--- config.mk ---
export PLATFORM = sky130hd
export DESIGN_NAME = ram_arbiter
export DESIGN_NICKNAME = d
export VERILOG_FILES = /design/src/logic/soc_pkg.sv /design/src/logic/ram_arbiter.sv
export SDC_FILE = /design/constraint.sdc
export NUM_CORES = 1
export LEC_CHECK = 0
export ABC_CLOCK_PERIOD_IN_PS = 2000
export BUFFER_PORTS_ARGS = -buffer_cell sky130_fd_sc_hd__buf_2
export CORE_AREA = 2 2 78 80
export CTS_CLUSTER_DIAMETER = 120
export DETAILED_ROUTE_END_ITERATION = 12
export DIE_AREA = 0 0 80 82
export SYNTH_ARGS = -nofsm -noshare
export SYNTH_HDL_FRONTEND = slang
export SYNTH_SLANG_ARGS = --single-unit
--- constraint.sdc ---
create_clock -name CLOCK_50 -period 2 [get_ports CLOCK_50]
set_clock_uncertainty 0.15 [all_clocks]
set_input_delay 0.2 -clock CLOCK_50 [delete_from_list [all_inputs] [get_ports CLOCK_50]]
set_output_delay 0.2 -clock CLOCK_50 [all_outputs]
set_load 0.02 [all_outputs]
--- src/logic/soc_pkg.sv ---
package soc_pkg;

    // Core load kinds, funct3 encoding
    typedef enum logic [2:0] {
        LB  = 3'b000,
        LH  = 3'b001,
        LW  = 3'b010,
        LD  = 3'b011,
        LBU = 3'b100,
        LHU = 3'b101,
        LWU = 3'b110
    } load_type_e;

    // Owner of the RAM port
    typedef enum logic {
        GRANT_CPU  = 1'b0,
        GRANT_FILL = 1'b1
    } grant_e;

    // Byte address map
    localparam int unsigned RAM_BASE     = 32'h0000;
    localparam int unsigned KEY_ADDR     = 32'h1000;
    localparam int unsigned UART_ADDR    = 32'h1008;
    localparam int unsigned SD_ADDR_REG  = 32'h1010;
    localparam int unsigned SD_READ_REG  = 32'h1018;
    localparam int unsigned SD_READY_REG = 32'h1020;
    localparam int unsigned SD_AVAIL_REG = 32'h1028;

    // Sector buffer sits at the top of the RAM
    localparam int unsigned SECTOR_BYTES = 512;

endpackage

--- src/logic/ram_arbiter.sv ---
`timescale 1ns/1ns

module ram_arbiter #(
    parameter int RAM_WORDS = 1024
) (
    input  logic                         CLOCK_50,
    input  logic                         KEY0,
    input  logic                         cpu_req,
    input  logic                         cpu_we,
    input  logic [$clog2(RAM_WORDS)-1:0] cpu_word_addr,
    input  logic [31:0]                  cpu_wdata,
    output logic [31:0]                  cpu_rdata,
    input  logic                         fill_req,
    input  logic [$clog2(RAM_WORDS)-1:0] fill_word_addr,
    input  logic [31:0]                  fill_wdata,
    output logic                         fill_ack,
    output logic                         ram_en,
    output logic                         ram_we,
    output logic [3:0]                   ram_be,
    output logic [$clog2(RAM_WORDS)-1:0] ram_addr,
    output logic [31:0]                  ram_wdata,
    input  logic [31:0]                  ram_rdata
);

    soc_pkg::grant_e owner;
    soc_pkg::grant_e owner_q;

    // Core always wins and fill only takes idle cycles
    assign owner = (fill_req && !cpu_req) ? soc_pkg::GRANT_FILL : soc_pkg::GRANT_CPU;
    assign fill_ack = (owner == soc_pkg::GRANT_FILL);

    assign ram_en    = cpu_req || fill_req;
    assign ram_we    = fill_ack ? 1'b1 : cpu_we;
    assign ram_be    = fill_ack ? 4'hf : {4{cpu_we}};
    assign ram_addr  = fill_ack ? fill_word_addr : cpu_word_addr;
    assign ram_wdata = fill_ack ? fill_wdata : cpu_wdata;

    // Read data belongs to whoever owned the port last cycle
    always_ff @(posedge CLOCK_50 or negedge KEY0) begin
        if (!KEY0) begin
            owner_q <= soc_pkg::GRANT_CPU;
        end else begin
            owner_q <= owner;
        end
    end

    assign cpu_rdata = (owner_q == soc_pkg::GRANT_CPU) ? ram_rdata : 32'd0;

    // Fill side keeps its request up until it is served
    a_fill_held: assert property (@(posedge CLOCK_50) disable iff (!KEY0)
        (fill_req && !fill_ack) |=> fill_req);

endmodule

==> results.py <==
metrics = {
    "run_status": {
        "status": "finished, final reports clean",
    },
    "logic_synthesis": {
        "syn_inst": 91,
        "ys_seq_area_share_pct": 2.51,
        "synth_fp_nets": 212,
        "ys_top_cells_by_area": "mux2_4 (57%), nor2b_1 (20%), buf_12 (6.0%), mux2_2 (4.5%), buf_4 (3.0%)",
        "synth_top_area_share_pct": 57.1,
        "synth_cell_type_count": 13,
        "yosys_warnings": 0,
        "ys_seq_elements": 1,
        "synth.cell_area_sq_um": 998,
        "yosys.area.top_type": "mux2_4",
        "synth.avg_cell_area_sq_um": 11.0,
    },
    "cts": {
        "path_clk_slew_ns": 0,
        "cts_setup_buffers": 0,
        "cts_resized": 0,
    },
    "place": {
        "dp.cells": 357,
        "gp_congestion": 0.711,
        "place_area_sq_um": 2010,
        "port_buffers": 201,
        "hpwlAfterDp_microns": 3470,
    },
    "job": {
        "cap_violations": 0,
    },
    "cells_and_area": {
        "reg.largest.list": "owner_q x1",
        "top_register": "owner_q",
        "fillCellCount": 602,
        "drive_gt1_share_pct": 87.3,
        "fin_cells": 358,
        "multi_input_area_sq_um": 842,
        "antenna_cells": 0,
        "final_nets": 406,
        "area_growth_pct": 102,
        "final-seq-area_sq_um": 25.0,
        "design_area_sq_um": 2020,
        "largest_register_ffs": 1,
    },
    "timing": {
        "fin_crit_sh_pct": 77.7,
        "tightest_slew_ns": 0.879,
        "max_freq_mhz": 643,
        "max_slew_margin_pct": 41.4,
        "hold_viol": 0,
        "report.final.slew_viol_count": 0,
        "min_period_ns": 1.55,
        "setup_tns_ns": 0,
        "rsz0062_at_grt": "false",
        "setup_viol": 0,
    },
    "floorplan": {
        "num_io_pins": 202,
        "die_height_microns": 82,
        "start_util_pct": 17.4,
        "core-area_sq_um": 5750,
        "die_w_microns": 80,
        "dieArea_sq_um": 6560,
        "num_rows": 28,
    },
    "worst_setup_path": {
        "worst_ep_arrival_time_ns": 1.20,
        "end_kind": "primary output",
        "required_ns": 1.65,
        "crit_type": "register to primary output",
        "crit_fanout": 32,
        "cp-start-kind": "register",
    },
    "route": {
        "wl_per_cell_microns": 10.5,
        "drtPass1Iterations": 3,
        "postRouteAntennaNets": 0,
        "drcViolationCount": 0,
        "drt_first_iter_violations": 8,
        "viasPerCell": 3.82,
        "wirelength_microns": 3760,
        "num_vias": 1367,
    },
    "grt": {
        "grt_pass1_vias": 1215,
        "antenna_found_initial": 0,
        "grt_max_degree": 33,
        "grt_usage_pct": 9.48,
        "grt_overflow": 0,
        "grt_pass1_wl_microns": 5170,
    },
    "pwr": {
        "peakVddDrop_uv": 144,
        "p_leak_nw": 1.30,
        "power.density_nw_per_um2": 290,
    },
    "hold_path": {
        "hold_path_class": "primary input to asynchronous set/reset pin",
    },
}
## cell type report
class	instances	area share, %
Sequential cell	1	1.24
Timing Repair Buffer	204	52.3
Tap cell	75	4.64
Multi-Input combinational cell	77	41.7
Inverter	1	0.186
## metrics by stage
step	worst slack, ns	utilization, %	hold slack, ns	total power, mW
6_report	0.446	35.2	0.380	0.586
5_1_grt	0.287	35.2	0.409	0.629
4_1_cts	0.420	35.2	0.389	0.593
3_5_place_dp	0.426	35.0	-0.171	0.591
3_3_place_gp	0.482	35.0	-0.167	0.584
2_1_floorplan	0.597	-	-0.246	0.379
## worst max-delay path, cell delays in order (launching register included)
cell and delay [ns]:
dfrtp_1 0.90, nor2b_1 0.11, buf_2 0.20
## path summary, 6_finish.rpt
path / startpoint / cells after the start / end / slack (ns)
min in group CLOCK_50: fill_req / 4 / owner_q$_DFF_PN0_ / 0.53
setup / recovery: owner_q$_DFF_PN0_ / 2 / cpu_rdata[9] / 0.45
hold / removal: KEY0 / 2 / owner_q$_DFF_PN0_ / 0.38
max in group asynchronous: KEY0 / 2 / owner_q$_DFF_PN0_ / 1.23
## Yosys cell counts
cell and n:
dfrtp_1 1, buf_6 1, buf_8 1, buf_12 3
buf_4 4, nor2b_1 32, clkbuf_1 3, or2_2 1
inv_1 1, mux2_2 4, mux2_4 38, nand2b_4 1
nand2b_1 1
## power by group
| part | internal, mW | switching, mW | total [mW] |
|---|---|---|---|
| logic | 0.283 | 0.273 | 0.556 |
| clock network | 0 | 0 | 0 |
| registers | 0.0215 | 0.00833 | 0.0298 |
## cell families after synthesis
| family | after synthesis | synth area share, % |
|---|---|---|
| multiplexers | 42 | 61.7 |
| AND/OR/NAND/NOR | 35 | 22.7 |
| buffers and inverters | 13 | 13.2 |
| flip-flops | 1 | 2.51 |
## cells in the final DEF, fill, tap and decap left out
cell / netlist / routed
or2_2: 1 / 1
mux2_4: 38 / 38
nor2b_1: 32 / 32
buf_2: 0 / 201
nand2b_1: 1 / 1
buf_12: 3 / 2
nand2b_4: 1 / 1
inv_1: 1 / 1
dfrtp_1: 1 / 1
mux2_2: 4 / 4
dlygate4sd3_1: 0 / 1
## timing repair
item | in CTS | in global routing
hold buffers | 1 | 0
endpoints found under the setup margin | 0 | 0
hold endpoints to repair | 1 | 0
## layer usage
| layer | vias up | wire (microns) | track usage (%) |
|---|---|---|---|
| met5 | - | 0 | 0 |
| met4 | 0 | 54 | 1.36 |
| met3 | 4 | 495 | 1.98 |
| met2 | 107 | 1990 | 19.9 |
| met1 | 569 | 1220 | 9.62 |
| li1 | 687 | - | - |
(Power assumes the default switching activity.)
