`config.mk`:
```
export PLATFORM = sky130hd
export DESIGN_NAME = sector_fill
export DESIGN_NICKNAME = d
export VERILOG_FILES = /design/src/logic/soc_pkg.sv /design/src/logic/sector_fill.sv
export SDC_FILE = /design/constraint.sdc
export NUM_CORES = 1
export LEC_CHECK = 0
export ABC_AREA = 1
export BUFFER_PORTS_ARGS = -buffer_cell sky130_fd_sc_hd__buf_2
export CAP_MARGIN = 5
export CORE_ASPECT_RATIO = 0.8
export CORE_MARGIN = 1
export CORE_UTILIZATION = 35
export CTS_BUF_LIST = sky130_fd_sc_hd__clkbuf_16
export DETAILED_ROUTE_END_ITERATION = 6
export GPL_TIMING_DRIVEN = 1
export HOLD_SLACK_MARGIN = 0.1
export PLACE_DENSITY_LB_ADDON = 0.3
export SKIP_LAST_GASP = 1
export SYNTH_ARGS = -nofsm -noshare
export SYNTH_HDL_FRONTEND = slang
export SYNTH_SLANG_ARGS = --single-unit
```
`constraint.sdc`:
```
create_clock -name CLOCK_50 -period 2.19 [get_ports CLOCK_50]
set_clock_uncertainty 0.1 [all_clocks]
set_input_delay 0.1095 -clock CLOCK_50 [delete_from_list [all_inputs] [get_ports CLOCK_50]]
set_output_delay 0.1095 -clock CLOCK_50 [all_outputs]
set_load 0.005 [all_outputs]
```
`src/logic/soc_pkg.sv`:
```
package soc_pkg;

    // Core load kinds, funct3 encoding
    typedef enum logic [2:0] {
        LB  = 3'b000,
        LH  = 3'b001,
        LW  = 3'b010,
        LD  = 3'b011,
        LBU = 3'b100,
        LHU = 3'b101,
        LWU = 3'b110
    } load_type_e;

    // Owner of the RAM port
    typedef enum logic {
        GRANT_CPU  = 1'b0,
        GRANT_FILL = 1'b1
    } grant_e;

    // Byte address map
    localparam int unsigned RAM_BASE     = 32'h0000;
    localparam int unsigned KEY_ADDR     = 32'h1000;
    localparam int unsigned UART_ADDR    = 32'h1008;
    localparam int unsigned SD_ADDR_REG  = 32'h1010;
    localparam int unsigned SD_READ_REG  = 32'h1018;
    localparam int unsigned SD_READY_REG = 32'h1020;
    localparam int unsigned SD_AVAIL_REG = 32'h1028;

    // Sector buffer sits at the top of the RAM
    localparam int unsigned SECTOR_BYTES = 512;

endpackage

```
`src/logic/sector_fill.sv`:
```
`timescale 1ns/1ns

module sector_fill #(
    parameter int RAM_WORDS = 1024
) (
    input  logic                         CLOCK_50,
    input  logic                         KEY0,
    input  logic                         sd_byte_available,
    input  logic [7:0]                   sd_dout,
    input  logic                         sd_rd_start,
    output logic                         fill_req,
    output logic [$clog2(RAM_WORDS)-1:0] fill_word_addr,
    output logic [31:0]                  fill_wdata,
    input  logic                         fill_ack,
    output logic                         sector_available
);

    localparam int AW = $clog2(RAM_WORDS);
    localparam int SECTOR_WORDS = soc_pkg::SECTOR_BYTES / 4;
    localparam int WC_W = $clog2(SECTOR_WORDS);
    localparam int BUF_BASE = RAM_WORDS - SECTOR_WORDS;

    logic            avail_d;
    logic            byte_rise;
    logic [1:0]      byte_cnt;
    logic [23:0]     pack;
    logic [WC_W-1:0] word_cnt;

    assign byte_rise = sd_byte_available && !avail_d;
    assign fill_word_addr = AW'(BUF_BASE) + AW'(word_cnt);

    always_ff @(posedge CLOCK_50 or negedge KEY0) begin
        if (!KEY0) begin
            avail_d          <= 1'b0;
            byte_cnt         <= 2'd0;
            word_cnt         <= '0;
            fill_req         <= 1'b0;
            sector_available <= 1'b0;
        end else begin
            avail_d <= sd_byte_available;
            if (sd_rd_start) begin
                // New sector read starts from the buffer base
                byte_cnt         <= 2'd0;
                word_cnt         <= '0;
                fill_req         <= 1'b0;
                sector_available <= 1'b0;
            end else begin
                if (byte_rise) begin
                    byte_cnt <= byte_cnt + 2'd1;
                    if (byte_cnt == 2'd3) fill_req <= 1'b1;
                end
                if (fill_ack) begin
                    fill_req <= 1'b0;
                    word_cnt <= word_cnt + WC_W'(1);
                    if (word_cnt == WC_W'(SECTOR_WORDS - 1)) sector_available <= 1'b1;
                end
            end
        end
    end

    // First byte of a word ends up in bits 7:0
    always_ff @(posedge CLOCK_50) begin
        if (byte_rise) begin
            if (byte_cnt == 2'd3) fill_wdata <= {sd_dout, pack};
            else pack <= {sd_dout, pack[23:8]};
        end
    end

    // Source spacing must leave room for the arbiter to drain the word
    a_no_overrun: assert property (@(posedge CLOCK_50) disable iff (!KEY0)
        byte_rise |-> !fill_req);

endmodule

```
==> results.py <==
metrics = {
    "finish": {
        "ff_latch_area_um2": 1980,
        "stdcell_area_um2": 3060,
        "area_delta_synth_final_pct": 33.5,
        "multi_input_area_um2": 260,
        "antennaDiodeCount": 0,
        "nets": 221,
        "utilization": 0.502,
        "fill_cells": 532,
        "final_layout_size_suffix_gt1_frac": 0.376,
    },
    "clocking": {
        "clock_latency_ps": 320,
        "cts.clk_slew.worst_paths_ps": 50,
        "cts_buffer_depth": 2,
        "cts_tree": "yes",
        "cts_root_buf": "clkbuf_16",
        "cts_buffers": 9,
        "htree_levels": 3,
        "clock_sinks": 68,
    },
    "global_route": {
        "first_global_vias": 1177,
        "grt_overflow": 0,
        "grt_util_all_layers": 0.116,
        "grt_max_degree": 33,
        "antenna_found_initial": 0,
        "grt_pass1_wl_mm": 5.60,
    },
    "synthesis": {
        "synth_most_common_cell": "edfxtp_1",
        "synthFlopType": "edfxtp_1",
        "synth_edf_count": 56,
        "syn_inst": 127,
        "synth-seq-cells": 68,
        "yosysSeqAreaShare": 0.865,
        "async_reset_ff_frac": 0.176,
        "netlist.area_leader.share": 0.734,
        "netlist_area_um2": 2290,
        "yosys.area.top_type": "edfxtp_1",
        "synth.distinct_cells": 20,
        "synthTopCellsByArea": "edfxtp_1 (73%), dfrtp_1 (13%), nand2_1 (2.0%)",
        "yosysWarnings": 0,
        "yosys-top-cells-count": "edfxtp_1 (56), dfrtp_1 (12), nand2_1 (12)",
        "syn_area_per_cell_um2": 18.0,
    },
    "timing": {
        "setup_ws_ps": 405,
        "min_period_ps": 1790,
        "hold_viol": 0,
        "max_freq_mhz": 560,
        "setup_violations": 0,
        "fin_setup_tns_ps": 0,
        "slew_viol_final": 0,
        "timing.final.crit_share": 0.815,
        "rsz0062_at_grt": "no",
    },
    "floorplanning": {
        "num_rows": 25,
        "die_area_um2": 6880,
        "core_area_um2": 6100,
        "io-pin-count": 57,
        "die_x_um": 92.5,
        "die_y_um": 74.4,
        "start_util": 0.376,
    },
    "run": {
        "maxCapViolCount": 0,
    },
    "setup_path": {
        "crit_chain": "dlygate4sd3_1, dlygate4sd3_1, buf_2, dlygate4sd3_1",
        "worstSetupPathType": "in2async",
        "critPathCaptureType": "async pin",
        "rr_startpoint": "avail_d",
        "path_max_fanout": 7,
        "slowest_stage": "dlygate4sd3_1",
        "cpMostUsedCell": "dlygate4sd3_1",
        "ff2ff_path_depth": 4,
        "crit_required_ps": 2570,
        "crit_buf_inv": 4,
        "reg2reg_to": "fill_wdata[12]",
        "path_delay_family": "buffers and inverters",
        "cp_slowest_stage_delay_ps": 770,
        "r2r_slack_ps": 600,
        "crit_arrival_ps": 2160,
        "startpoint_type": "input port",
    },
    "drt": {
        "antenna_left": 0,
        "first_iter_violations": 38,
        "dr_total_vias": 1226,
        "avgRoutedWirePerCell_um": 12.5,
        "drc": 0,
        "drt_pass1_iterations": 4,
        "routed_wl_mm": 3.62,
        "via_per_inst": 4.21,
    },
    "worst_hold_path": {
        "hp-start": "pack[2]",
        "worst_hold_path_type": "reg2reg",
        "holdPathEnd": "fill_wdata[2]",
        "whs_path_depth": 0,
    },
    "placement": {
        "gp_congestion": 0.756,
        "post_dp_cell_area_um2": 2660,
        "dpl.hpwl_mm": 2.16,
        "port-buffer-count": 53,
        "place_ws_ps": 590,
    },
    "power": {
        "ir_worst_vdd_mv": 0.586,
        "power.total_mw": 2.76,
        "p_leak_nw": 1.22,
        "power_density_nw_per_um2": 901,
    },
    "run_status": {
        "outcome": "complete, no violations",
    },
}
worst max-delay path by stage:
stage / start / end / slack [ps] / cells after the start
3_5_place_dp: avail_d / fill_wdata[22] / 590 / 4
3_3_place_gp: avail_d / fill_wdata[30] / 600 / 4
2_1_floorplan: avail_d / pack[0] / 30 / 3
4_1_cts: KEY0 / sector_available / 430 / 4
6_report: KEY0 / word_cnt[6] / 400 / 4
5_1_grt: KEY0 / word_cnt[6] / 290 / 4
layer usage:
layer / routed length (um) / global-route usage
met5: 0 / 0
met4: 59 / 0.0816
met3: 262 / 0.0532
met2: 1660 / 0.166
met1: 1640 / 0.140
report_power, final:
group          total [mW]  internal [mW]  switching [mW]
Combinational      0.0820         0.0390          0.0430
Sequential           1.45           1.43          0.0132
Clock                1.23          0.747           0.482
cell families after synthesis:
group                      synth area share
and+or+nand+nor                      0.0721
adders and majority gates            0.0109
AOI/OAI and AO/OA                    0.0207
other                               0.00164
xor gates and xnor gates            0.00382
DFF                                   0.865
buffers and inverters                0.0262
timing repair:
| action | CTS | global route |
|---|---|---|
| endpoints found under the hold margin | 35 | 0 |
| resized for setup | 0 | 0 |
| hold buffers | 14 | 0 |
| setup buffers | 0 | 0 |
registers in the layout (all words and copies together), names as in the netlist:
signal / count
fill_req: 1
word_cnt: 7
sector_available: 1
byte_cnt: 2
fill_wdata: 32
avail_d: 1
pack: 24
placed cells by master, fill, tap and decap left out, drive strengths merged:
| master | n |
|---|---|
| clkinv | 3 |
| clkbuf | 9 |
| dfrtp | 12 |
| nand3 | 4 |
| conb | 3 |
| dlygate4sd3 | 14 |
| ha | 2 |
| o21ai | 2 |
| nor2 | 14 |
| clkinvlp | 2 |
| edfxtp | 56 |
| nor3 | 1 |
| xnor2 | 1 |
| buf | 55 |
| nand2 | 13 |
| nor3b | 1 |
| inv | 11 |
| or2 | 1 |
| a21oi | 6 |
stage by stage:
stage / cells / hold slack [ps]
floorplan: 129 / -286
global placement: 262 / -94.3
detailed placement: 262 / -90.8
CTS: 291 / 319
global route: 291 / 327
finish: 291 / 317
area by class of cell:
| cell class | count | area share |
|---|---|---|
| flip-flops and latches | 68 | 0.648 |
| clock inverters | 6 | 0.0110 |
| multi-input cells | 48 | 0.0850 |
| repair buffers | 69 | 0.137 |
| inverters | 10 | 0.0123 |
| clock buffers | 9 | 0.0736 |
| well taps | 81 | 0.0331 |
Power figures use the tool's default switching activity.
