==> src/logic/key_irq.sv <==
`timescale 1ns/1ns

module key_irq (
    input  logic       CLOCK_50,
    input  logic       KEY0,
    input  logic       key_pressed,
    input  logic [7:0] key_ascii,
    input  logic       irq_ack,
    output logic [7:0] key_code,
    output logic       irq
);

    logic key_d;
    logic press_edge;

    assign press_edge = key_pressed && !key_d;

    always_ff @(posedge CLOCK_50 or negedge KEY0) begin
        if (!KEY0) begin
            key_d    <= 1'b0;
            key_code <= 8'd0;
            irq      <= 1'b0;
        end else begin
            key_d <= key_pressed;
            if (irq_ack) irq <= 1'b0;
            // Keys without an ASCII code raise nothing
            if (press_edge && key_ascii != 8'd0) begin
                key_code <= key_ascii;
                irq      <= 1'b1;
            end
        end
    end

endmodule

==> config.mk <==
export PLATFORM = sky130hd
export DESIGN_NAME = key_irq
export DESIGN_NICKNAME = d
export VERILOG_FILES = /design/src/logic/key_irq.sv
export SDC_FILE = /design/constraint.sdc
export NUM_CORES = 1
export LEC_CHECK = 0
export BUFFER_PORTS_ARGS = -buffer_cell sky130_fd_sc_hd__buf_4
export CORE_AREA = 5 5 42 44
export CTS_CLUSTER_DIAMETER = 200
export DETAILED_ROUTE_END_ITERATION = 10
export DIE_AREA = 0 0 47 49
export PLACE_DENSITY_LB_ADDON = 0.05
export SETUP_SLACK_MARGIN = 0.02
export SLEW_MARGIN = 40
export SYNTH_ARGS = -nofsm -noshare
export SYNTH_HDL_FRONTEND = slang
export SYNTH_SLANG_ARGS = --single-unit
==> constraint.sdc <==
create_clock -name CLOCK_50 -period 1.21 [get_ports CLOCK_50]
set_clock_uncertainty 0.05 [all_clocks]
set_input_delay 0.242 -clock CLOCK_50 [delete_from_list [all_inputs] [get_ports CLOCK_50]]
set_output_delay 0.242 -clock CLOCK_50 [all_outputs]
set_load 0.02 [all_outputs]
==> results of run 1 <==
[power by group through the flow]
stage | clock (mW) | sequential (mW) | combinational, mW
CTS | 0.235 | 0.394 | 0.206
global route | 0.257 | 0.399 | 0.217
floorplan | 0 | 0.444 | 0.0441
finish | 0.220 | 0.394 | 0.202
detailed placement | 0 | 0.401 | 0.200
global placement | 0 | 0.399 | 0.197
[synth_stat cells]
cell	count
o21ai_4	1
nor2b_1	1
inv_1	1
or4_4	2
clkbuf_1	1
a22o_1	8
dfrtp_1	10
o21ai_0	1
[sequential cells by signal, indices dropped and copies added (netlist names)]
signal,cells
key_code,8
key_d,1
irq,1
[what timing repair did]
item	CTS	global route
hold endpoints to repair	10	0
gates cloned	1	0
gates resized for setup	0	1
pin swaps	1	0
hold buffers	1	0
endpoints found under the setup margin	4	8
[logic make-up (layout without fill, tap and decap cells)]
kind of cell | count (synthesis) | count (layout) | share of synthesized area
AO/OA/AOI/OAI | 10 | 11 | 0.242
flip-flops | 10 | 10 | 0.662
AND/OR/NAND/NOR | 3 | 3 | 0.0762
buffers and inverters | 2 | 26 | 0.0198
[routing by layer]
layer  part of all wire  wire length, um  track usage  vias to the layer above
li1                   -                -            -                      152
met1               0.41              398        0.106                      167
met5                  0                0            0                        -
met2               0.53              512        0.156                        8
met4                  0                0       0.0276                        0
met3              0.061               59       0.0480                        0
[final cells by class]
type,count,area share
Sequential cell,10,0.420
Timing Repair Buffer,22,0.282
Multi-Input combinational cell,14,0.221
Clock buffer,3,0.0378
Tap cell,16,0.0336
Inverter,1,0.00630
[through the flow]
step	TNS (ns)	worst slack, ns
5_1_grt	0	0.0441
3_3_place_gp	-2.01	-0.236
2_1_floorplan	-0.505	-0.0610
3_5_place_dp	-2.26	-0.262
6_report	0	0.0479
4_1_cts	0	0.0279
[worst max-delay path by stage]
stage          slack [ns]          from           to  cells after the start
2_1_floorplan       -0.06  key_ascii[7]          irq                      3
3_3_place_gp        -0.24  key_ascii[7]  key_code[7]                      4
3_5_place_dp        -0.26  key_ascii[7]          irq                      4
4_1_cts              0.03         key_d  key_code[4]                      3
5_1_grt              0.04  key_ascii[3]  key_code[0]                      4
6_report             0.05  key_ascii[3]  key_code[4]                      4
[critical path, delay by kind of cell]
| kind | cells | cell delay [ns] |
|---|---|---|
| compound gates | 2 | 0.39 |
| buf+inv | 1 | 0.11 |
| simple gates | 1 | 0.56 |
==> out/qor.csv, run 1 <==
stage,metric,value,unit
die,core region area,0.00140,mm^2
die,height of the die,49,um
timing,relative slew slack,0.853,
routing,Routed Antenna Nets,0,
layout,"most common cell after layout, fill and taps aside",buf_4,
routing,post-DR vias/cell,4.95,
logic_synthesis,synth unique cells,8,
placed_design,DP Cell Count,61,
timing,fin crit period,1.16,ns
grt,total gr overflow,0,
timing,worst hold slack,0.0516,ns
setup_path,crit start category,input port,
layout,register area,250,um^2
layout,filler cell count,141,
clock_network,clk root buf,clkbuf_4,
logic_synthesis,synth warn,0,
logic_synthesis,Synth Cell Area,378,um^2
grt,Total GRT Usage,0.0959,
pwr,P_int,590,uW
setup_path,data arrival time of the worst path,1.30,ns
routing,via count,327,
layout,share of cells above drive strength 1,0.580,
die,DIE AREA,0.00230,mm^2
job,Max-Cap Viols,0,
pwr,P_leak,0.297,nW
setup_path,"Slowest-stage cell, CP",or4_4,
hold_path,worst hold start,key_pressed,
hold_path,Hold Crit Endpoint,key_d,
pwr,power density over cell area,1370,mW/mm^2
logic_synthesis,synthesis-stage register bit count,10,
hold_path,hold path depth,1,
pwr,Total Power,816,uW
pwr,VDD IR max,0.637,mV
setup_path,CP cell instances,"buf_4, or4_4, o21ai_4, a22o_1",
layout,final core utilization,0.425,
layout,# nets final,64,
routing,Post-Route WL,970,um
timing,Final Hold Vio Count,0,
setup_path,FF-to-FF End,key_code[4],
logic_synthesis,Synth area leaders,"dfrtp_1 (66%), a22o_1 (19%), or4_4 (6.0%)",
clock_network,deepest clock path buffer count,2,
setup_path,Crit Path Class,input port to register,
setup_path,"critical path fanouts, max",5,
logic_synthesis,dominant cell type by area after synthesis,dfrtp_1,
pwr,combinational fraction of design power,0.248,
clock_network,number of setup buffers added after CTS,0,
clock_network,# clock sinks,10,
setup_path,Required @ worst endpoint,1.35,ns
logic_synthesis,Avg Synthesized Cell Area,15.1,um^2
hold_path,worst hold path type,input port to register,
layout,final non-filler cell total,66,
clock_network,clock latency on the worst-skew pair,0.25,ns
die,die width,47,um
clock_network,# H-tree levels,1,
layout,"commonest cells after routing, fill and taps aside","buf_4 (21), dfrtp_1 (10), a22o_1 (8)",
grt,vias in the first global route,361,
setup_path,Slowest Stage Delay on Critical Path,0.56,ns
routing,DRC viols,0,
layout,Final Cell Area,596,um^2
logic_synthesis,syn_nets,37,
pwr,Switch Pwr,227,uW
timing,RSZ-0062 raised after global routing,no,
logic_synthesis,sequential share of the synthesized area,0.662,
grt,largest net degree at the start of global routing,11,
setup_path,Worst Reg-to-Reg Cells,3,
grt,first-pass GRT wire length,1580,um
placed_design,PortBufs,20,
timing,Max Fclk,861,MHz
timing,final setup violation count,0,
setup_path,crit end category,register,
timing,worst-margin pin slew,0.219,ns
layout,footprint of the multi-input gates,131,um^2
die,row count,14,
layout,ant diodes,0,
logic_synthesis,Cells after Synth,25,
grt,initial antenna violation count,0,
setup_path,R2R setup slack,0.14,ns
routing,Iter 0 DRT Violations,3,
routing,DR WL/cell,14.7,um
logic_synthesis,Yosys top cell area share,0.662,
die,initial core utilization,0.270,
pwr,Sw Share,0.278,
setup_path,worst r2r src,key_d,
clock_network,CTS tree,done,
die,I/O pins,21,
timing,Final Max Tran Viols,0,
routing,TritonRoute pass-1 iters,2,
pwr,Clk pwr share,0.270,
clock_network,CTS clock-pin slew for the worst setup and hold paths,0.06,ns
placed_design,placed cell areas,552,um^2
clock_network,Num CTS Buffers,3,
run_status,status,"finished, final reports clean",
pwr,Flop pwr share,0.482,
timing,final period utilization,0.960,
placed_design,RePlAce Congestion,0.683,
layout,synth-to-layout area growth,57.6,%
Power figures use the tool's default switching activity.
==> inputs of run 2 (changes only) <==
CORE_AREA = 2 2 39 41   (was 5 5 42 44)
DIE_AREA = 0 0 41 43   (was 0 0 47 49)
SETUP_SLACK_MARGIN = 0.5   (was 0.02)
SLEW_MARGIN = not set   (was 40)
==> run 2 against run 1 <==
Highest routed layer unchanged. Hold slack got worse by 0.0022 ns. Core utilization rose by 12 points. First-iteration DRC count decreased by 33%.
==> out/qor.csv, run 2 (synthesis results as in run 1) <==
stage,metric,value,unit,change
run_status,status,"finished, final reports clean",,unchanged
placed_design,RePlAce Congestion,0.658,,was 0.683
pwr,Total Power,933,uW,was 816 uW
timing,setup ws final,0.0735,ns,was 0.0479 ns
layout,final core utilization,0.550,,was 0.425
layout,footprint of the multi-input gates,148,um^2,was 131 um^2
pwr,P_leak,0.365,nW,was 0.297 nW
layout,max reg flops,8,,unchanged
grt,total gr overflow,0,,unchanged
layout,share of cells above drive strength 1,0.790,,was 0.580
clock_network,deepest clock path buffer count,2,,unchanged
layout,# nets final,75,,was 64
routing,DRC viols,0,,unchanged
setup_path,"critical path fanouts, max",5,,unchanged
layout,final non-filler cell total,78,,was 66
grt,largest net degree at the start of global routing,11,,unchanged
timing,Fin Setup TNS,0,ns,unchanged
timing,final period utilization,0.939,,was 0.960
placed_design,PortBufs,20,,unchanged
grt,Total GRT Usage,0.138,,was 0.0959
hold_path,worst hold path type,input port to register,,unchanged
layout,filler cell count,121,,was 141
layout,"most common cell after layout, fill and taps aside",buf_4,,unchanged
layout,synth-to-layout area growth,101,%,was 57.6%
timing,final setup violation count,0,,unchanged
placed_design,pre-CTS setup slack,-0.257,ns,was -0.262 ns
die,row count,14,,unchanged
die,DIE AREA,0.00176,mm^2,was 0.00230 mm^2
clock_network,clock latency on the worst-skew pair,0.26,ns,was 0.25 ns
clock_network,# H-tree levels,1,,unchanged
setup_path,crit start category,input port,,unchanged
timing,fin crit period,1.14,ns,was 1.16 ns
job,Max-Cap Viols,0,,unchanged
timing,Final Hold Vio Count,0,,unchanged
grt,initial antenna violation count,0,,unchanged
setup_path,crit end category,register,,unchanged
die,initial core utilization,0.273,,was 0.270
placed_design,DP Cell Count,62,,was 61
pwr,power density over cell area,1230,mW/mm^2,was 1370 mW/mm^2
timing,Final Max Tran Viols,0,,unchanged
grt,first-pass GRT wire length,1610,um,was 1580 um
die,I/O pins,21,,unchanged
routing,post-DR vias/cell,4.64,,was 4.95
routing,Iter 0 DRT Violations,2,,was 3
setup_path,Crit Path Class,input port to register,,unchanged
clock_network,CTS clock-pin slew for the worst setup and hold paths,0.07,ns,was 0.06 ns
routing,DR WL/cell,13.7,um,was 14.7 um
timing,Max Fclk,880,MHz,was 861 MHz
clock_network,Num CTS Buffers,3,,unchanged
routing,via count,362,,was 327
clock_network,# clock sinks,10,,unchanged
timing,RSZ-0062 raised after global routing,yes,,was no
layout,largest reg by FF count,key_code,,unchanged
timing,relative slew slack,0.879,,was 0.853
placed_design,post-DP HPWL,694,um,
die,die width,41,um,was 47 um
die,core region area,0.00138,mm^2,was 0.00140 mm^2
routing,Routed Antenna Nets,0,,unchanged
layout,"commonest cells after routing, fill and taps aside","buf_4 (18), buf_6 (14), a22o_1 (8), dfrtp_2 (8), clkbuf_4 (3)",,"was buf_4 (21), dfrtp_1 (10), a22o_1 (8)"
grt,vias in the first global route,361,,unchanged
routing,TritonRoute pass-1 iters,3,,was 2
routing,Post-Route WL,1070,um,was 970 um
layout,largest registers,"key_code x8, irq x1, key_d x1",,unchanged
setup_path,Required @ worst endpoint,1.36,ns,was 1.35 ns
layout,ant diodes,0,,unchanged
setup_path,data arrival time of the worst path,1.28,ns,was 1.30 ns
clock_network,CTS tree,done,,unchanged
clock_network,clk root buf,clkbuf_4,,unchanged
die,height of the die,43,um,was 49 um
layout,register area,260,um^2,was 250 um^2
timing,worst-margin pin slew,0.180,ns,was 0.219 ns
pwr,VDD IR max,0.561,mV,was 0.637 mV
==> run 2: metal layers <==
| layer | global-route usage | vias to the layer above | part of all wire |
|---|---|---|---|
| li1 | - | 170 | - |
| met1 | 0.194 | 177 | 0.40 |
| met2 | 0.197 | 15 | 0.51 |
| met3 | 0.0314 | 0 | 0.088 |
| met4 | 0.0600 | 0 | 0 |
| met5 | 0 | - | 0 |
==> run 2: path summary, 6_finish.rpt <==
kind / slack, ns / cells past startpoint / from / endpoint
max: 0.07 / 4 / key_ascii[0] / key_code[1]
min: 0.05 / 1 / key_pressed / key_d
max reg2reg: 0.16 / 3 / key_d / key_code[0]
min reg2reg: 0.47 / 1 / key_code[0] / key_code[0]
max in group asynchronous: 0.67 / 2 / KEY0 / key_code[3]
min in group asynchronous: 0.29 / 2 / KEY0 / key_code[5]
==> run 2: critical path, cell delays in order <==
cell	delay [ns]
buf_6	0.09
or4_4	0.56
o21ai_4	0.22
a22o_1	0.16
==> run 2: per-stage QoR <==
stage	hold WS, ns	area, um^2
3_3_place_gp	0.0240	569
2_1_floorplan	-0.104	388
5_1_grt	0.0383	761
6_report	0.0493	761
4_1_cts	0.0426	726
3_5_place_dp	0.0288	569
==> run 2: report_power, final <==
group / switching [mW] / total (mW) / internal, mW
logic: 0.114 / 0.288 / 0.173
registers: 0.0281 / 0.407 / 0.379
clock network: 0.111 / 0.239 / 0.127
==> run 2: final cells by class <==
cell class                      count  share of cell area
Inverter                            1             0.00493
Multi-Input combinational cell     14               0.194
Clock buffer                        4              0.0345
Sequential cell                    10               0.342
Tap cell                           16              0.0263
Timing Repair Buffer               33               0.398
==> run 2: what timing repair did <==
action	CTS	global route
resized for setup	15	3
pin swaps	8	7
hold endpoints to repair	10	0
endpoints found under the setup margin	18	18
cloned	1	0
hold buffers	1	0
setup buffers	7	3
==> inputs of run 3 (changes only) <==
GPL_TIMING_DRIVEN = 0   (was not set)
MAX_ROUTING_LAYER = met4   (was not set)
==> run 3 against run 2 <==
Combinational power grew 2%. Routed wire length decreased by 10%. Sequential share of layout area shrank 0.88 points. Sequential power is essentially flat. Fmax decreased by 1.4%. Global-route usage shrank 0.61 points. Critical path depth unchanged. Hold slack worse by 0.0019 ns. Core utilization increased by 1.4 points. Largest cell class unchanged.
==> out/qor.csv, run 3 (synthesis results as in run 1) <==
stage,metric,value,unit,change
layout,largest reg by FF count,key_code,,unchanged
clock_network,Num CTS Buffers,3,,unchanged
routing,post-DR vias/cell,4.44,,was 4.64
die,core region area,0.00138,mm^2,unchanged
hold_path,Hold Crit Endpoint,key_d,,unchanged
die,DIE AREA,0.00176,mm^2,unchanged
clock_network,deepest clock path buffer count,2,,unchanged
die,row count,14,,unchanged
timing,final period utilization,0.952,,was 0.939
layout,"commonest cells after routing, fill and taps aside","buf_4 (19), buf_6 (14), a22o_1 (8), dfrtp_2 (8), clkbuf_4 (3)",,"was buf_4 (18), buf_6 (14), a22o_1 (8), dfrtp_2 (8), clkbuf_4 (3)"
placed_design,PortBufs,20,,unchanged
run_status,status,"finished, final reports clean",,unchanged
layout,largest registers,"key_code x8, irq x1, key_d x1",,unchanged
setup_path,"Slowest-stage cell, CP",or4_4,,unchanged
layout,synth-to-layout area growth,107,%,was 101%
setup_path,CP cell instances,"buf_6, or4_4, o21ai_4, a22o_1",,unchanged
clock_network,clock latency on the worst-skew pair,0.25,ns,was 0.26 ns
setup_path,Required @ worst endpoint,1.35,ns,was 1.36 ns
routing,via count,355,,was 362
routing,Post-Route WL,956,um,was 1070 um
routing,DRC viols,0,,unchanged
grt,initial antenna violation count,0,,unchanged
placed_design,RePlAce Congestion,0.622,,was 0.658
hold_path,worst hold start,key_pressed,,unchanged
die,initial core utilization,0.273,,unchanged
placed_design,pre-CTS setup slack,-0.293,ns,was -0.257 ns
setup_path,crit end category,register,,unchanged
timing,fin crit period,1.15,ns,was 1.14 ns
die,die width,41,um,unchanged
layout,max reg flops,8,,unchanged
grt,total gr overflow,0,,unchanged
pwr,power density over cell area,1270,mW/mm^2,was 1230 mW/mm^2
timing,setup ws final,0.0575,ns,was 0.0735 ns
clock_network,CTS clock-pin slew for the worst setup and hold paths,0.07,ns,about the same
layout,ant diodes,0,,unchanged
setup_path,FF-to-FF End,key_code[1],,was key_code[0]
grt,largest net degree at the start of global routing,11,,unchanged
setup_path,data arrival time of the worst path,1.29,ns,was 1.28 ns
layout,final core utilization,0.564,,was 0.550
job,Max-Cap Viols,0,,unchanged
routing,TritonRoute pass-1 iters,2,,was 3
clock_network,clk root buf,clkbuf_4,,unchanged
setup_path,Slowest Stage Delay on Critical Path,0.56,ns,about the same
setup_path,crit start category,input port,,unchanged
routing,Iter 0 DRT Violations,8,,was 2
timing,RSZ-0062 raised after global routing,yes,,unchanged
grt,first-pass GRT wire length,1500,um,was 1610 um
setup_path,Crit Path Class,input port to register,,unchanged
pwr,VDD IR max,0.486,mV,was 0.561 mV
pwr,Total Power,988,uW,was 933 uW
pwr,P_leak,0.377,nW,was 0.365 nW
layout,# nets final,77,,was 75
layout,filler cell count,129,,was 121
routing,DR WL/cell,12.0,um,was 13.7 um
hold_path,worst hold path type,input port to register,,unchanged
die,I/O pins,21,,unchanged
grt,Total GRT Usage,0.132,,was 0.138
clock_network,CTS tree,done,,unchanged
clock_network,# clock sinks,10,,unchanged
layout,share of cells above drive strength 1,0.781,,was 0.790
setup_path,R2R setup slack,0.11,ns,was 0.16 ns
timing,Max Fclk,868,MHz,was 880 MHz
clock_network,# H-tree levels,1,,unchanged
setup_path,Worst Reg-to-Reg Cells,4,,was 3
timing,final setup violation count,0,,unchanged
timing,Final Max Tran Viols,0,,unchanged
grt,vias in the first global route,357,,was 361
timing,relative slew slack,0.877,,was 0.879
layout,"most common cell after layout, fill and taps aside",buf_4,,unchanged
setup_path,worst r2r src,key_d,,unchanged
hold_path,hold path depth,1,,unchanged
timing,worst-margin pin slew,0.184,ns,was 0.180 ns
die,height of the die,43,um,unchanged
timing,Final Hold Vio Count,0,,unchanged
setup_path,"critical path fanouts, max",5,,unchanged
routing,Routed Antenna Nets,0,,unchanged
## run 3: worst max-delay path: cells and delay by family
kind / cells / cell delay [ns]
AND/OR/NAND/NOR: 1 / 0.56
buffers and inverters: 1 / 0.09
AO/OA/AOI/OAI: 2 / 0.40
## run 3: layout make-up
type	count	area, um^2	area share
inverter	1	3.75	0.00481
buffer	1	13.8	0.0176
timing repair buffer	34	310	0.397
clock buffer	4	36.3	0.0465
sequential	10	260	0.333
tap	16	20.0	0.0256
multi-input combinational	14	136	0.175
## run 3: metal layers
layer	track usage	routed length, um	vias up
met5	-	0	-
met4	0.0400	0	0
met3	0.0314	80	0
met2	0.191	488	15
met1	0.180	388	164
li1	-	-	176
## run 3: repair_timing
| item | 4_1_cts | 5_1_grt |
|---|---|---|
| endpoints found under the setup margin | 18 | 18 |
| hold endpoints to repair | 10 | 0 |
| cloned | 1 | 0 |
| buffers inserted | 7 | 6 |
| pin swaps | 9 | 6 |
| hold buffers | 1 | 0 |
| resized for setup | 17 | 1 |
## run 3: how the worst max path moves through the flow
stage	startpoint	endpoint	slack, ns	cells after the start
global placement	key_ascii[7]	key_code[2]	-0.25	4
floorplan	key_ascii[7]	irq	-0.06	3
global route	key_d	key_code[1]	0.04	4
CTS	key_ascii[4]	key_code[1]	0.06	4
detailed placement	key_ascii[7]	key_code[1]	-0.29	4
finish	key_ascii[0]	key_code[1]	0.06	4
## run 3: power by group
group	switching [mW]	internal, mW
Combinational	0.113	0.182
Sequential	0.0262	0.379
Clock	0.106	0.182
Total	0.245	0.743
## run 3: metrics by stage
| stage | instance area, um^2 | std cells | hold slack (ns) | setup TNS [ns] |
|---|---|---|---|---|
| 2_1_floorplan | 388 | 25 | -0.104 | -0.534 |
| 5_1_grt | 781 | 80 | 0.0428 | 0 |
| 3_3_place_gp | 558 | 61 | 0.0228 | -2.22 |
| 3_5_place_dp | 558 | 61 | 0.0276 | -2.48 |
| 4_1_cts | 732 | 74 | 0.0409 | 0 |
| 6_report | 781 | 80 | 0.0475 | 0 |
