`config.mk`:
```
export PLATFORM = sky130hd
export DESIGN_NAME = bus_decoder
export DESIGN_NICKNAME = d
export VERILOG_FILES = /design/src/logic/soc_pkg.sv /design/src/logic/bus_decoder.sv
export SDC_FILE = /design/constraint.sdc
export NUM_CORES = 1
export LEC_CHECK = 0
export BUFFER_PORTS_ARGS = -buffer_cell sky130_fd_sc_hd__buf_2
export CAP_MARGIN = 20
export CORE_MARGIN = 2
export CORE_UTILIZATION = 47
export CTS_BUF_LIST = sky130_fd_sc_hd__clkbuf_2 sky130_fd_sc_hd__clkbuf_4 sky130_fd_sc_hd__clkbuf_8
export CTS_CLUSTER_SIZE = 16
export DETAILED_ROUTE_END_ITERATION = 10
export PLACE_DENSITY_LB_ADDON = 0.2
export RECOVER_POWER = 50
export SLEW_MARGIN = 20
export SYNTH_ARGS = -nofsm -noshare
export SYNTH_HDL_FRONTEND = slang
export SYNTH_SLANG_ARGS = --single-unit
```
`constraint.sdc`:
```
create_clock -name CLOCK_50 -period 2.4 [get_ports CLOCK_50]
set_clock_uncertainty 0.05 [all_clocks]
set_input_delay 0.12 -clock CLOCK_50 [delete_from_list [all_inputs] [get_ports CLOCK_50]]
set_output_delay 0.12 -clock CLOCK_50 [all_outputs]
set_load 0.02 [all_outputs]
```
`src/logic/soc_pkg.sv`:
```
package soc_pkg;

    // Core load kinds, funct3 encoding
    typedef enum logic [2:0] {
        LB  = 3'b000,
        LH  = 3'b001,
        LW  = 3'b010,
        LD  = 3'b011,
        LBU = 3'b100,
        LHU = 3'b101,
        LWU = 3'b110
    } load_type_e;

    // Owner of the RAM port
    typedef enum logic {
        GRANT_CPU  = 1'b0,
        GRANT_FILL = 1'b1
    } grant_e;

    // Byte address map
    localparam int unsigned RAM_BASE     = 32'h0000;
    localparam int unsigned KEY_ADDR     = 32'h1000;
    localparam int unsigned UART_ADDR    = 32'h1008;
    localparam int unsigned SD_ADDR_REG  = 32'h1010;
    localparam int unsigned SD_READ_REG  = 32'h1018;
    localparam int unsigned SD_READY_REG = 32'h1020;
    localparam int unsigned SD_AVAIL_REG = 32'h1028;

    // Sector buffer sits at the top of the RAM
    localparam int unsigned SECTOR_BYTES = 512;

endpackage

```
`src/logic/bus_decoder.sv`:
```
`timescale 1ns/1ns

module bus_decoder #(
    parameter int RAM_WORDS = 1024,
    parameter int ADDR_W    = 16
) (
    input  logic                         CLOCK_50,
    input  logic                         KEY0,
    input  logic [ADDR_W-1:0]            bus_address,
    input  logic [63:0]                  bus_write_data,
    input  logic                         bus_write_enable,
    input  logic                         bus_read_enable,
    input  soc_pkg::load_type_e          bus_read_type,
    output logic [63:0]                  bus_read_data,
    output logic                         bus_read_done,
    output logic                         uart_valid,
    output logic [7:0]                   uart_data,
    output logic [31:0]                  sd_addr,
    output logic                         sd_rd_start,
    input  logic                         sd_ready,
    input  logic                         sector_available,
    input  logic [7:0]                   key_code,
    output logic                         cpu_req,
    output logic                         cpu_we,
    output logic [$clog2(RAM_WORDS)-1:0] cpu_word_addr,
    output logic [31:0]                  cpu_wdata,
    input  logic [31:0]                  cpu_rdata
);

    localparam int AW = $clog2(RAM_WORDS);
    localparam int RAM_BYTES = RAM_WORDS * 4;

    typedef enum logic [1:0] {IDLE, WAIT1, WAIT2, DONE} state_e;

    state_e            state;
    logic              en_d;
    logic              read_start;
    logic              is_ld;
    logic [ADDR_W-1:0] ram_off;
    logic              ram_sel;
    logic              key_sel;
    logic              uart_sel;
    logic              sd_addr_sel;
    logic              sd_read_sel;
    logic              ready_sel;
    logic              avail_sel;
    logic [63:0]       reg_data;
    logic [31:0]       shifted;
    logic [63:0]       load_ext;

    // Address decode
    assign ram_off     = bus_address - ADDR_W'(soc_pkg::RAM_BASE);
    assign ram_sel     = ram_off < ADDR_W'(RAM_BYTES);
    assign key_sel     = bus_address == ADDR_W'(soc_pkg::KEY_ADDR);
    assign uart_sel    = bus_address == ADDR_W'(soc_pkg::UART_ADDR);
    assign sd_addr_sel = bus_address == ADDR_W'(soc_pkg::SD_ADDR_REG);
    assign sd_read_sel = bus_address == ADDR_W'(soc_pkg::SD_READ_REG);
    assign ready_sel   = bus_address == ADDR_W'(soc_pkg::SD_READY_REG);
    assign avail_sel   = bus_address == ADDR_W'(soc_pkg::SD_AVAIL_REG);

    assign read_start = bus_read_enable && !en_d;
    assign is_ld      = bus_read_type == soc_pkg::LD;

    // RAM request with the second LD word issued from WAIT1
    assign cpu_req = (bus_write_enable && ram_sel)
                   || (state == IDLE && read_start && ram_sel)
                   || (state == WAIT1 && is_ld);
    assign cpu_we        = bus_write_enable && ram_sel;
    assign cpu_word_addr = ram_off[AW+1:2] + AW'(state == WAIT1);
    assign cpu_wdata     = bus_write_data[31:0];

    always_comb begin
        if (key_sel) reg_data = {56'd0, key_code};
        else if (ready_sel) reg_data = {63'd0, sd_ready};
        else if (avail_sel) reg_data = {63'd0, sector_available};
        else reg_data = 64'd0;
    end

    // Lane select and extension
    assign shifted = cpu_rdata >> {ram_off[1:0], 3'b000};

    always_comb begin
        case (bus_read_type)
            soc_pkg::LB:  load_ext = {{56{shifted[7]}}, shifted[7:0]};
            soc_pkg::LH:  load_ext = {{48{shifted[15]}}, shifted[15:0]};
            soc_pkg::LW:  load_ext = {{32{shifted[31]}}, shifted};
            soc_pkg::LBU: load_ext = {56'd0, shifted[7:0]};
            soc_pkg::LHU: load_ext = {48'd0, shifted[15:0]};
            default:      load_ext = {32'd0, shifted};
        endcase
    end

    always_ff @(posedge CLOCK_50 or negedge KEY0) begin
        if (!KEY0) begin
            state         <= IDLE;
            en_d          <= 1'b0;
            bus_read_done <= 1'b0;
            uart_valid    <= 1'b0;
            sd_rd_start   <= 1'b0;
            sd_addr       <= 32'd0;
        end else begin
            en_d          <= bus_read_enable;
            bus_read_done <= 1'b0;
            uart_valid    <= bus_write_enable && uart_sel;
            sd_rd_start   <= bus_write_enable && sd_read_sel;
            if (bus_write_enable && sd_addr_sel) begin
                sd_addr <= bus_write_data[31:0];
            end
            case (state)
                IDLE: begin
                    if (read_start) begin
                        state         <= ram_sel ? WAIT1 : DONE;
                        bus_read_done <= !ram_sel;
                    end
                end
                WAIT1: begin
                    state         <= is_ld ? WAIT2 : DONE;
                    bus_read_done <= !is_ld;
                end
                WAIT2: begin
                    state         <= DONE;
                    bus_read_done <= 1'b1;
                end
                default: state <= IDLE;
            endcase
        end
    end

    // Read data and UART byte
    always_ff @(posedge CLOCK_50) begin
        if (bus_write_enable && uart_sel) uart_data <= bus_write_data[7:0];
        if (state == IDLE && read_start && !ram_sel) bus_read_data <= reg_data;
        if (state == WAIT1) begin
            if (is_ld) bus_read_data[31:0] <= cpu_rdata;
            else bus_read_data <= load_ext;
        end
        if (state == WAIT2) bus_read_data[63:32] <= cpu_rdata;
    end

    a_ld_aligned: assert property (@(posedge CLOCK_50) disable iff (!KEY0)
        (state == IDLE && read_start && ram_sel && is_ld)
        |-> bus_address[2:0] == 3'b000);

    a_store_aligned: assert property (@(posedge CLOCK_50) disable iff (!KEY0)
        (bus_write_enable && ram_sel) |-> bus_address[1:0] == 2'b00);

endmodule

```
==> results of run 1 <==
final cells by class:
cell class              count  area [um^2]
multi-input cells         291         2150
fillers                  1046         4128
inverters                  37        138.9
repair buffers            327         1849
well taps                 143        178.9
flip-flops and latches    110         2793
clock buffers              10        137.6
clock inverters             6        43.79
cell usage after synthesis (all sizes together) (5+ instances only):
| cell type | instances |
|---|---|
| buf | 52 |
| dfxtp | 32 |
| dfrtp | 38 |
| nand2 | 80 |
| nand4 | 6 |
| a32oi | 33 |
| nor2 | 14 |
| ha | 6 |
| edfxtp | 40 |
| o211ai | 7 |
| a31oi | 9 |
| inv | 37 |
| a221o | 7 |
| mux2 | 39 |
| clkbuf | 12 |
| xnor2 | 7 |
| o21ai | 20 |
| a21oi | 5 |
| a22oi | 15 |
| nand3 | 6 |
worst min path at each step:
| stage | from | endpoint | cells past startpoint |
|---|---|---|---|
| finish | cpu_rdata[27] | bus_read_data[59] | 3 |
| detailed placement | bus_read_enable | en_d | 1 |
| CTS | cpu_rdata[10] | bus_read_data[42] | 3 |
| floorplan | KEY0 | bus_read_done | 0 |
| global route | cpu_rdata[27] | bus_read_data[59] | 3 |
| global placement | KEY0 | sd_addr[1] | 1 |
through the flow:
step	instances	instance area, um^2	total power, mW
4_1_cts	923	7463	6.915
5_1_grt	924	7291	7.139
2_1_floorplan	502	5485	4.847
3_3_place_gp	838	6579	5.669
3_5_place_dp	838	6579	5.753
6_report	924	7291	6.759
worst min-delay path: cells and delay by family:
family | cells | cell delay [ps]
AOI/OAI and AO/OA | 1 | 60
buffers and inverters | 2 | 220
power by group:
part / total [mW] / switching (mW) / leakage (nW) / internal (mW)
registers: 2.79 / 0.224 / 1.18 / 2.57
clock network: 1.05 / 0.639 / 0.0892 / 0.411
logic: 2.91 / 1.93 / 1.97 / 0.985
per-layer routing:
| metal | GRT usage (%) | routed length [um] | share of wire, % | vias to the layer above |
|---|---|---|---|---|
| met5 | 0 | 0 | 0 | - |
| met4 | 10.00 | 353 | 2.2 | 0 |
| met3 | 5.346 | 1172 | 7.1 | 25 |
| met2 | 41.17 | 7901 | 48 | 218 |
| met1 | 33.50 | 6990 | 43 | 2340 |
| li1 | - | - | - | 2329 |
sequential cells by signal (all words and copies together), names as in the netlist:
name,cells
bus_read_data,64
bus_read_done,1
en_d,1
sd_addr,32
sd_rd_start,1
state,2
uart_data,8
uart_valid,1
cell families (layout without fill, tap and decap cells):
| kind of cell | Yosys count | after routing |
|---|---|---|
| flops | 110 | 110 |
| buf+inv | 101 | 380 |
| mux | 44 | 44 |
| simple gates | 133 | 133 |
| compound gates | 100 | 100 |
| xor+xnor | 8 | 8 |
| fa+ha+maj | 6 | 6 |
repair_timing:
item / 4_1_cts / 5_1_grt
hold endpoints to repair: 116 / 0
endpoints found under the setup margin: 3 / 2
gates resized for setup: 2 / 2
hold buffers: 69 / 0
setup buffers: 0 / 1
==> impl_metrics.csv, run 1 <==
group,metric,value,unit
critical_path,path_delay_family,"simple AND/OR/NAND/NOR gates",
detailed_routing,drt_first_pass_iters,5,
critical_path,worstSetupPathDepth,5,
critical_path,crit_path_cell_trace,"inv_1 -> ha_1 -> and3b_1 -> and2_1 -> or2_2",
placement,port_buffers,247,
floorplanning,chipWidth,112.0,um
job,cap_viol_max_count,0,
sta,min_period,2237,ps
critical_path,cpMaxStageDelayCell,"sky130_fd_sc_hd__or2_2",
critical_path,critical_path.endpoint,"bus_read_data[26]",
synth,yosysWarningCount,0,
detailed_routing,routedWlPerCell,17.77,um
layout,final_core_utilization,63.85,%
synth,primary_ff_master_synth,"sky130_fd_sc_hd__edfxtp_1",
critical_path,critPathLaunch,"state[1]",
sta,fin_crit_sh,93.21,%
grt,grt_use_total,25.33,%
sta,tightest_pin_transition,973.6,ps
critical_path,critPathMaxFanout,32,
synth,yosys.area.top_type,"sky130_fd_sc_hd__edfxtp_1",
sta,slew_headroom,35.09,%
sta,worst_hold_slack,23.26,ps
placement,routabilityCongestion,0.8834,
grt,grt_pass1_vias,4660,
synth,synth_area,5485,um^2
critical_path,critPathBufInv,1,
detailed_routing,antenna_violating_nets_post_route,0,
clock_network,register_clock_pin_slew_on_the_reported_worst_setup_and_hold_paths,100,ps
grt,maximum_number_of_pins_on_one_net_before_global_route_repair,49,
synth,synth_nets,637,
grt,antenna_found_initial,0,
sta,setup_repair_after_global_routing_missed_its_margin,"false",
layout,syn_to_final_growth,32.92,%
critical_path,endpoint_kind,"register",
synth,synth_compound_gate_area_share,15.12,%
critical_path,reg2reg_slack,160,ps
floorplanning,floorplan.io_pins,280,
layout,most_frequent_standard_cell_in_the_layout_excluding_fill_and_tap_cells,"sky130_fd_sc_hd__clkbuf_1",
synth,synth-seq-cells,110,
synth,syn_avg_cell_area,10.93,um^2
grt,grt_overflow_total,0,
synth,synth.top_cells.by_area,"sky130_fd_sc_hd__edfxtp_1 (22%), sky130_fd_sc_hd__dfrtp_1 (17%), sky130_fd_sc_hd__dfxtp_1 (12%)",
worst_hold_path,hp-class,"in2reg",
sta,setup_violations,0,
synth,synth_edf_count,40,
critical_path,crit-reg2reg-launch,"state[1]",
critical_path,start_to_end_type_of_the_worst_setup_path,"reg2reg",
grt,grt_first_pass_wirelength,24700,um
floorplanning,dieHeight,112.0,um
clock_network,clock_path_buffers,2,
sta,finalHoldViolations,0,
critical_path,reg2reg_capture_point,"bus_read_data[26]",
floorplanning,core.rowCount,39,
detailed_routing,drt-initial-drc-count,384,
clock_network,clock_sink_count,110,
layout,layout-drive-gt1-share,20.61,%
floorplanning,design.core.area,11420,um^2
critical_path,signal_arrival_time_at_the_worst_endpoint,2200,ps
synth,share_of_the_synthesized_area_in_the_top_cell_type,21.90,%
clock_network,clock_latency,380,ps
layout,layout_common_cells,"sky130_fd_sc_hd__clkbuf_1 (148), sky130_fd_sc_hd__buf_2 (98), sky130_fd_sc_hd__nand2_1 (80)",
clock_network,clock_tree.root_cell,"sky130_fd_sc_hd__clkbuf_8",
detailed_routing,drc,0,
sta,final.setup.tns,0,ps
synth,main_combinational_cell_family_by_area_after_synthesis,"compound AO/OA/AOI/OAI gates",
synth,yosys.cell_types.count,53,
clock_network,cts_tree,"yes",
synth,synthXorXnorAreaFrac,1.277,%
detailed_routing,count_of_vias_placed_by_the_detailed_router,4912,
sta,timing.final.ws_setup,163.1,ps
synth,synth_async_sr_flop_share,34.55,%
critical_path,start_kind,"register",
synth,postSynthCellCount,502,
detailed_routing,detail_route.wirelength,16420,um
placement,detailedPlacementHpwl,11660,um
synth,synth_fa_ha_area_share,1.369,%
floorplanning,starting_density,48.04,%
sta,finalMaxSlewViolations,0,
floorplanning,fp.dieArea,12550,um^2
power_and_ir_drop,power_density,927.1,nW/um^2
critical_path,worst_r2r_path_depth,5,
layout,insertedDiodeCount,0,
power_and_ir_drop,max-vdd-ir-drop,0.0007554,V
critical_path,critical-path-max-stage-delay,580,ps
layout,fin_nets,911,
clock_network,numCtsBuffers,9,
critical_path,worstPathRequired,2370,ps
detailed_routing,routed_via_density,5.316,
status,status,"complete, no violations",
synth,muxShareOfSynthArea,9.375,%
synth,seq_area_frac_synth,50.91,%
placement,preCtsSetupSlack,217.0,ps
power_and_ir_drop,power.static_leakage,3.243,nW
sta,clock.fmax,447.0,MHz
synth,synthSimpleGateAreaFrac,11.50,%
clock_network,htreeDepth,3,
Note: power is estimated with default switching activity, not from simulation.
==> inputs of run 2 (changes only) <==
==> constraint.sdc (replaced) <==
create_clock -name CLOCK_50 -period 2.4 [get_ports CLOCK_50]
set_clock_uncertainty 0.05 [all_clocks]
set_input_delay 0.48 -clock CLOCK_50 [delete_from_list [all_inputs] [get_ports CLOCK_50]]
set_output_delay 0.48 -clock CLOCK_50 [all_outputs]
set_load 0.02 [all_outputs]
==> run 2 against run 1 <==
Against the previous run: largest cell class unchanged; sequential share of layout area increased by 3.0 points; die area did not move; maximum frequency decreased by 3.1%.
==> impl_metrics.csv, run 2 (synthesized netlist as in run 1, its figures left out) <==
group,metric,value,unit
status,status,"complete, no violations",
floorplanning,floorplan.io_pins,280,
worst_hold_path,hp-class,"in2async",
sta,fin_crit_sh,96.15,%
power_and_ir_drop,max-vdd-ir-drop,0.0006704,V
floorplanning,fp.dieArea,12550,um^2
critical_path,critical-path-max-stage-delay,400,ps
sta,finalMaxSlewViolations,0,
floorplanning,dieHeight,112.0,um
power_and_ir_drop,p_comb_share,43.6,%
grt,grt_pass1_vias,4482,
floorplanning,core.rowCount,39,
detailed_routing,detail_route.wirelength,15820,um
grt,maximum_number_of_pins_on_one_net_before_global_route_repair,39,
power_and_ir_drop,total_power,6.873,mW
layout,largest_register_ffs,64,
clock_network,clock_tree.root_cell,"sky130_fd_sc_hd__clkbuf_8",
layout,most_frequent_standard_cell_in_the_layout_excluding_fill_and_tap_cells,"sky130_fd_sc_hd__clkbuf_1",
critical_path,crit_path_cell_trace,"inv_2 -> ha_4 -> ha_4 -> ha_4 -> nand3_2 -> xnor2_1 -> buf_4",
layout,fin_nets,852,
critical_path,worstPathRequired,1870,ps
layout,top_register_by_number_of_flip_flops,"bus_read_data",
placement,port_buffers,247,
power_and_ir_drop,power.static_leakage,3.067,nW
power_and_ir_drop,switching_share,41.67,%
clock_network,cts_hold_repair.buffers,0,
critical_path,start_kind,"register",
detailed_routing,count_of_vias_placed_by_the_detailed_router,4735,
power_and_ir_drop,cellInternalPower,4.009,mW
layout,layout_common_cells,"sky130_fd_sc_hd__clkbuf_1 (129), sky130_fd_sc_hd__buf_2 (116), sky130_fd_sc_hd__nand2_1 (80)",
power_and_ir_drop,power_switching,2.864,mW
grt,grt_overflow_total,0,
critical_path,critPathMostFrequentCell,"sky130_fd_sc_hd__ha_4",
sta,tightest_pin_transition,946.5,ps
clock_network,clock_latency,380,ps
power_and_ir_drop,sequentialPowerShare,40.7,%
clock_network,clock_path_buffers,2,
placement,postPlaceCellArea,6640,um^2
detailed_routing,antenna_violating_nets_post_route,0,
layout,syn_to_final_growth,23.20,%
sta,min_period,2308,ps
critical_path,cpMaxStageDelayCell,"sky130_fd_sc_hd__dfrtp_1",
floorplanning,starting_density,48.04,%
detailed_routing,drc,0,
floorplanning,design.core.area,11420,um^2
detailed_routing,drt-initial-drc-count,312,
power_and_ir_drop,power_density,1017,nW/um^2
layout,layout-drive-gt1-share,27.01,%
sta,finalHoldViolations,0,
critical_path,start_to_end_type_of_the_worst_setup_path,"reg2out",
clock_network,numCtsBuffers,9,
placement,routabilityCongestion,0.9008,
layout,fin_area,6758,um^2
sta,setup_repair_after_global_routing_missed_its_margin,"true",
grt,grt_use_total,24.68,%
critical_path,endpoint_kind,"primary output",
critical_path,critPathMaxFanout,5,
sta,clock.fmax,433.4,MHz
clock_network,clock_sink_count,110,
layout,filler_cell_count,1106,
floorplanning,chipWidth,112.0,um
detailed_routing,drt_first_pass_iters,5,
clock_network,register_clock_pin_slew_on_the_reported_worst_setup_and_hold_paths,100,ps
detailed_routing,routed_via_density,5.474,
grt,antenna_found_initial,1,
layout,largestRegisters,"bus_read_data x64, sd_addr x32, uart_data x8",
grt,grt_first_pass_wirelength,24210,um
job,cap_viol_max_count,0,
sta,setup_violations,0,
placement,detailedPlacementHpwl,12120,um
sta,slew_headroom,36.90,%
clock_network,cts_tree,"yes",
power_and_ir_drop,power.share.clock,15.7,%
detailed_routing,routedWlPerCell,18.29,um
critical_path,signal_arrival_time_at_the_worst_endpoint,1780,ps
clock_network,htreeDepth,3,
layout,insertedDiodeCount,0,
[run 2: cell types whose count changed in the layout (fill, tap and decap cells not counted), sizes merged, moves of 2 or more]
cell | before | now
clkbuf | 159 | 140
buf | 109 | 137
inv | 39 | 41
dlygate4sd3 | 69 | 0
[run 2: per-layer routing]
metal / GRT usage [%] / routed length (um) / vias up
met4: 9.593 / 286 / 2
met5: 0 / 13 / -
met2: 39.68 / 7502 / 238
met1: 31.96 / 6541 / 2261
met3: 6.911 / 1472 / 24
li1: - / - / 2210
[run 2: power groups by stage]
stage               clock (mW)  sequential, mW  combinational (mW)
floorplan                    0            3.43                1.41
global placement             0            2.80                2.97
detailed placement           0            2.82                3.04
CTS                       1.12            2.78                3.10
global route              1.19            2.85                3.25
finish                    1.08            2.80                3.00
[run 2: worst paths after layout]
check,slack (ps),from,to,cells after the start
setup / recovery,90,state[1],cpu_word_addr[4],7
max in group asynchronous,1480,KEY0,state[0],1
hold / removal,170,KEY0,sd_addr[24],1
hold reg to reg,440,sd_addr[19],sd_addr[19],1
setup reg to reg,330,state[1],bus_read_data[46],7
min in group CLOCK_50,180,bus_read_enable,en_d,1
[run 2: critical path: cells and delay by family (launching register included)]
kind,cells,cell delay (ps)
flops,1,400
xor+xnor,1,170
buf+inv,2,260
simple gates,1,80
fa+ha+maj,3,490
[run 2: cell type report]
cell class	instances	area (um^2)	area share, %
clock buffers	10	131.4	1.944
repair buffers	267	1252	18.53
inverters	37	138.9	2.055
multi-input cells	292	2208	32.68
well taps	143	178.9	2.648
clock inverters	6	53.80	0.7961
flip-flops and latches	110	2794	41.34
[run 2: repair_timing]
| item | in CTS | in global routing |
|---|---|---|
| setup endpoints to repair | 42 | 35 |
| gates resized for setup | 11 | 3 |
| buffers inserted | 2 | 1 |
| cloned | 0 | 1 |
| pin swaps | 0 | 1 |
[run 2: through the flow]
step	instances	TNS, ps	util [%]	worst slack, ps	hold slack [ps]
2_1_floorplan	502	0	-	74.76	134.4
3_3_place_gp	845	0	58.15	46.92	411.5
3_5_place_dp	845	-713.9	58.15	-46.75	419.2
4_1_cts	863	0	60.29	42.54	144.5
5_1_grt	865	-30.80	59.18	-30.80	148.0
6_report	865	0	59.18	92.45	173.3
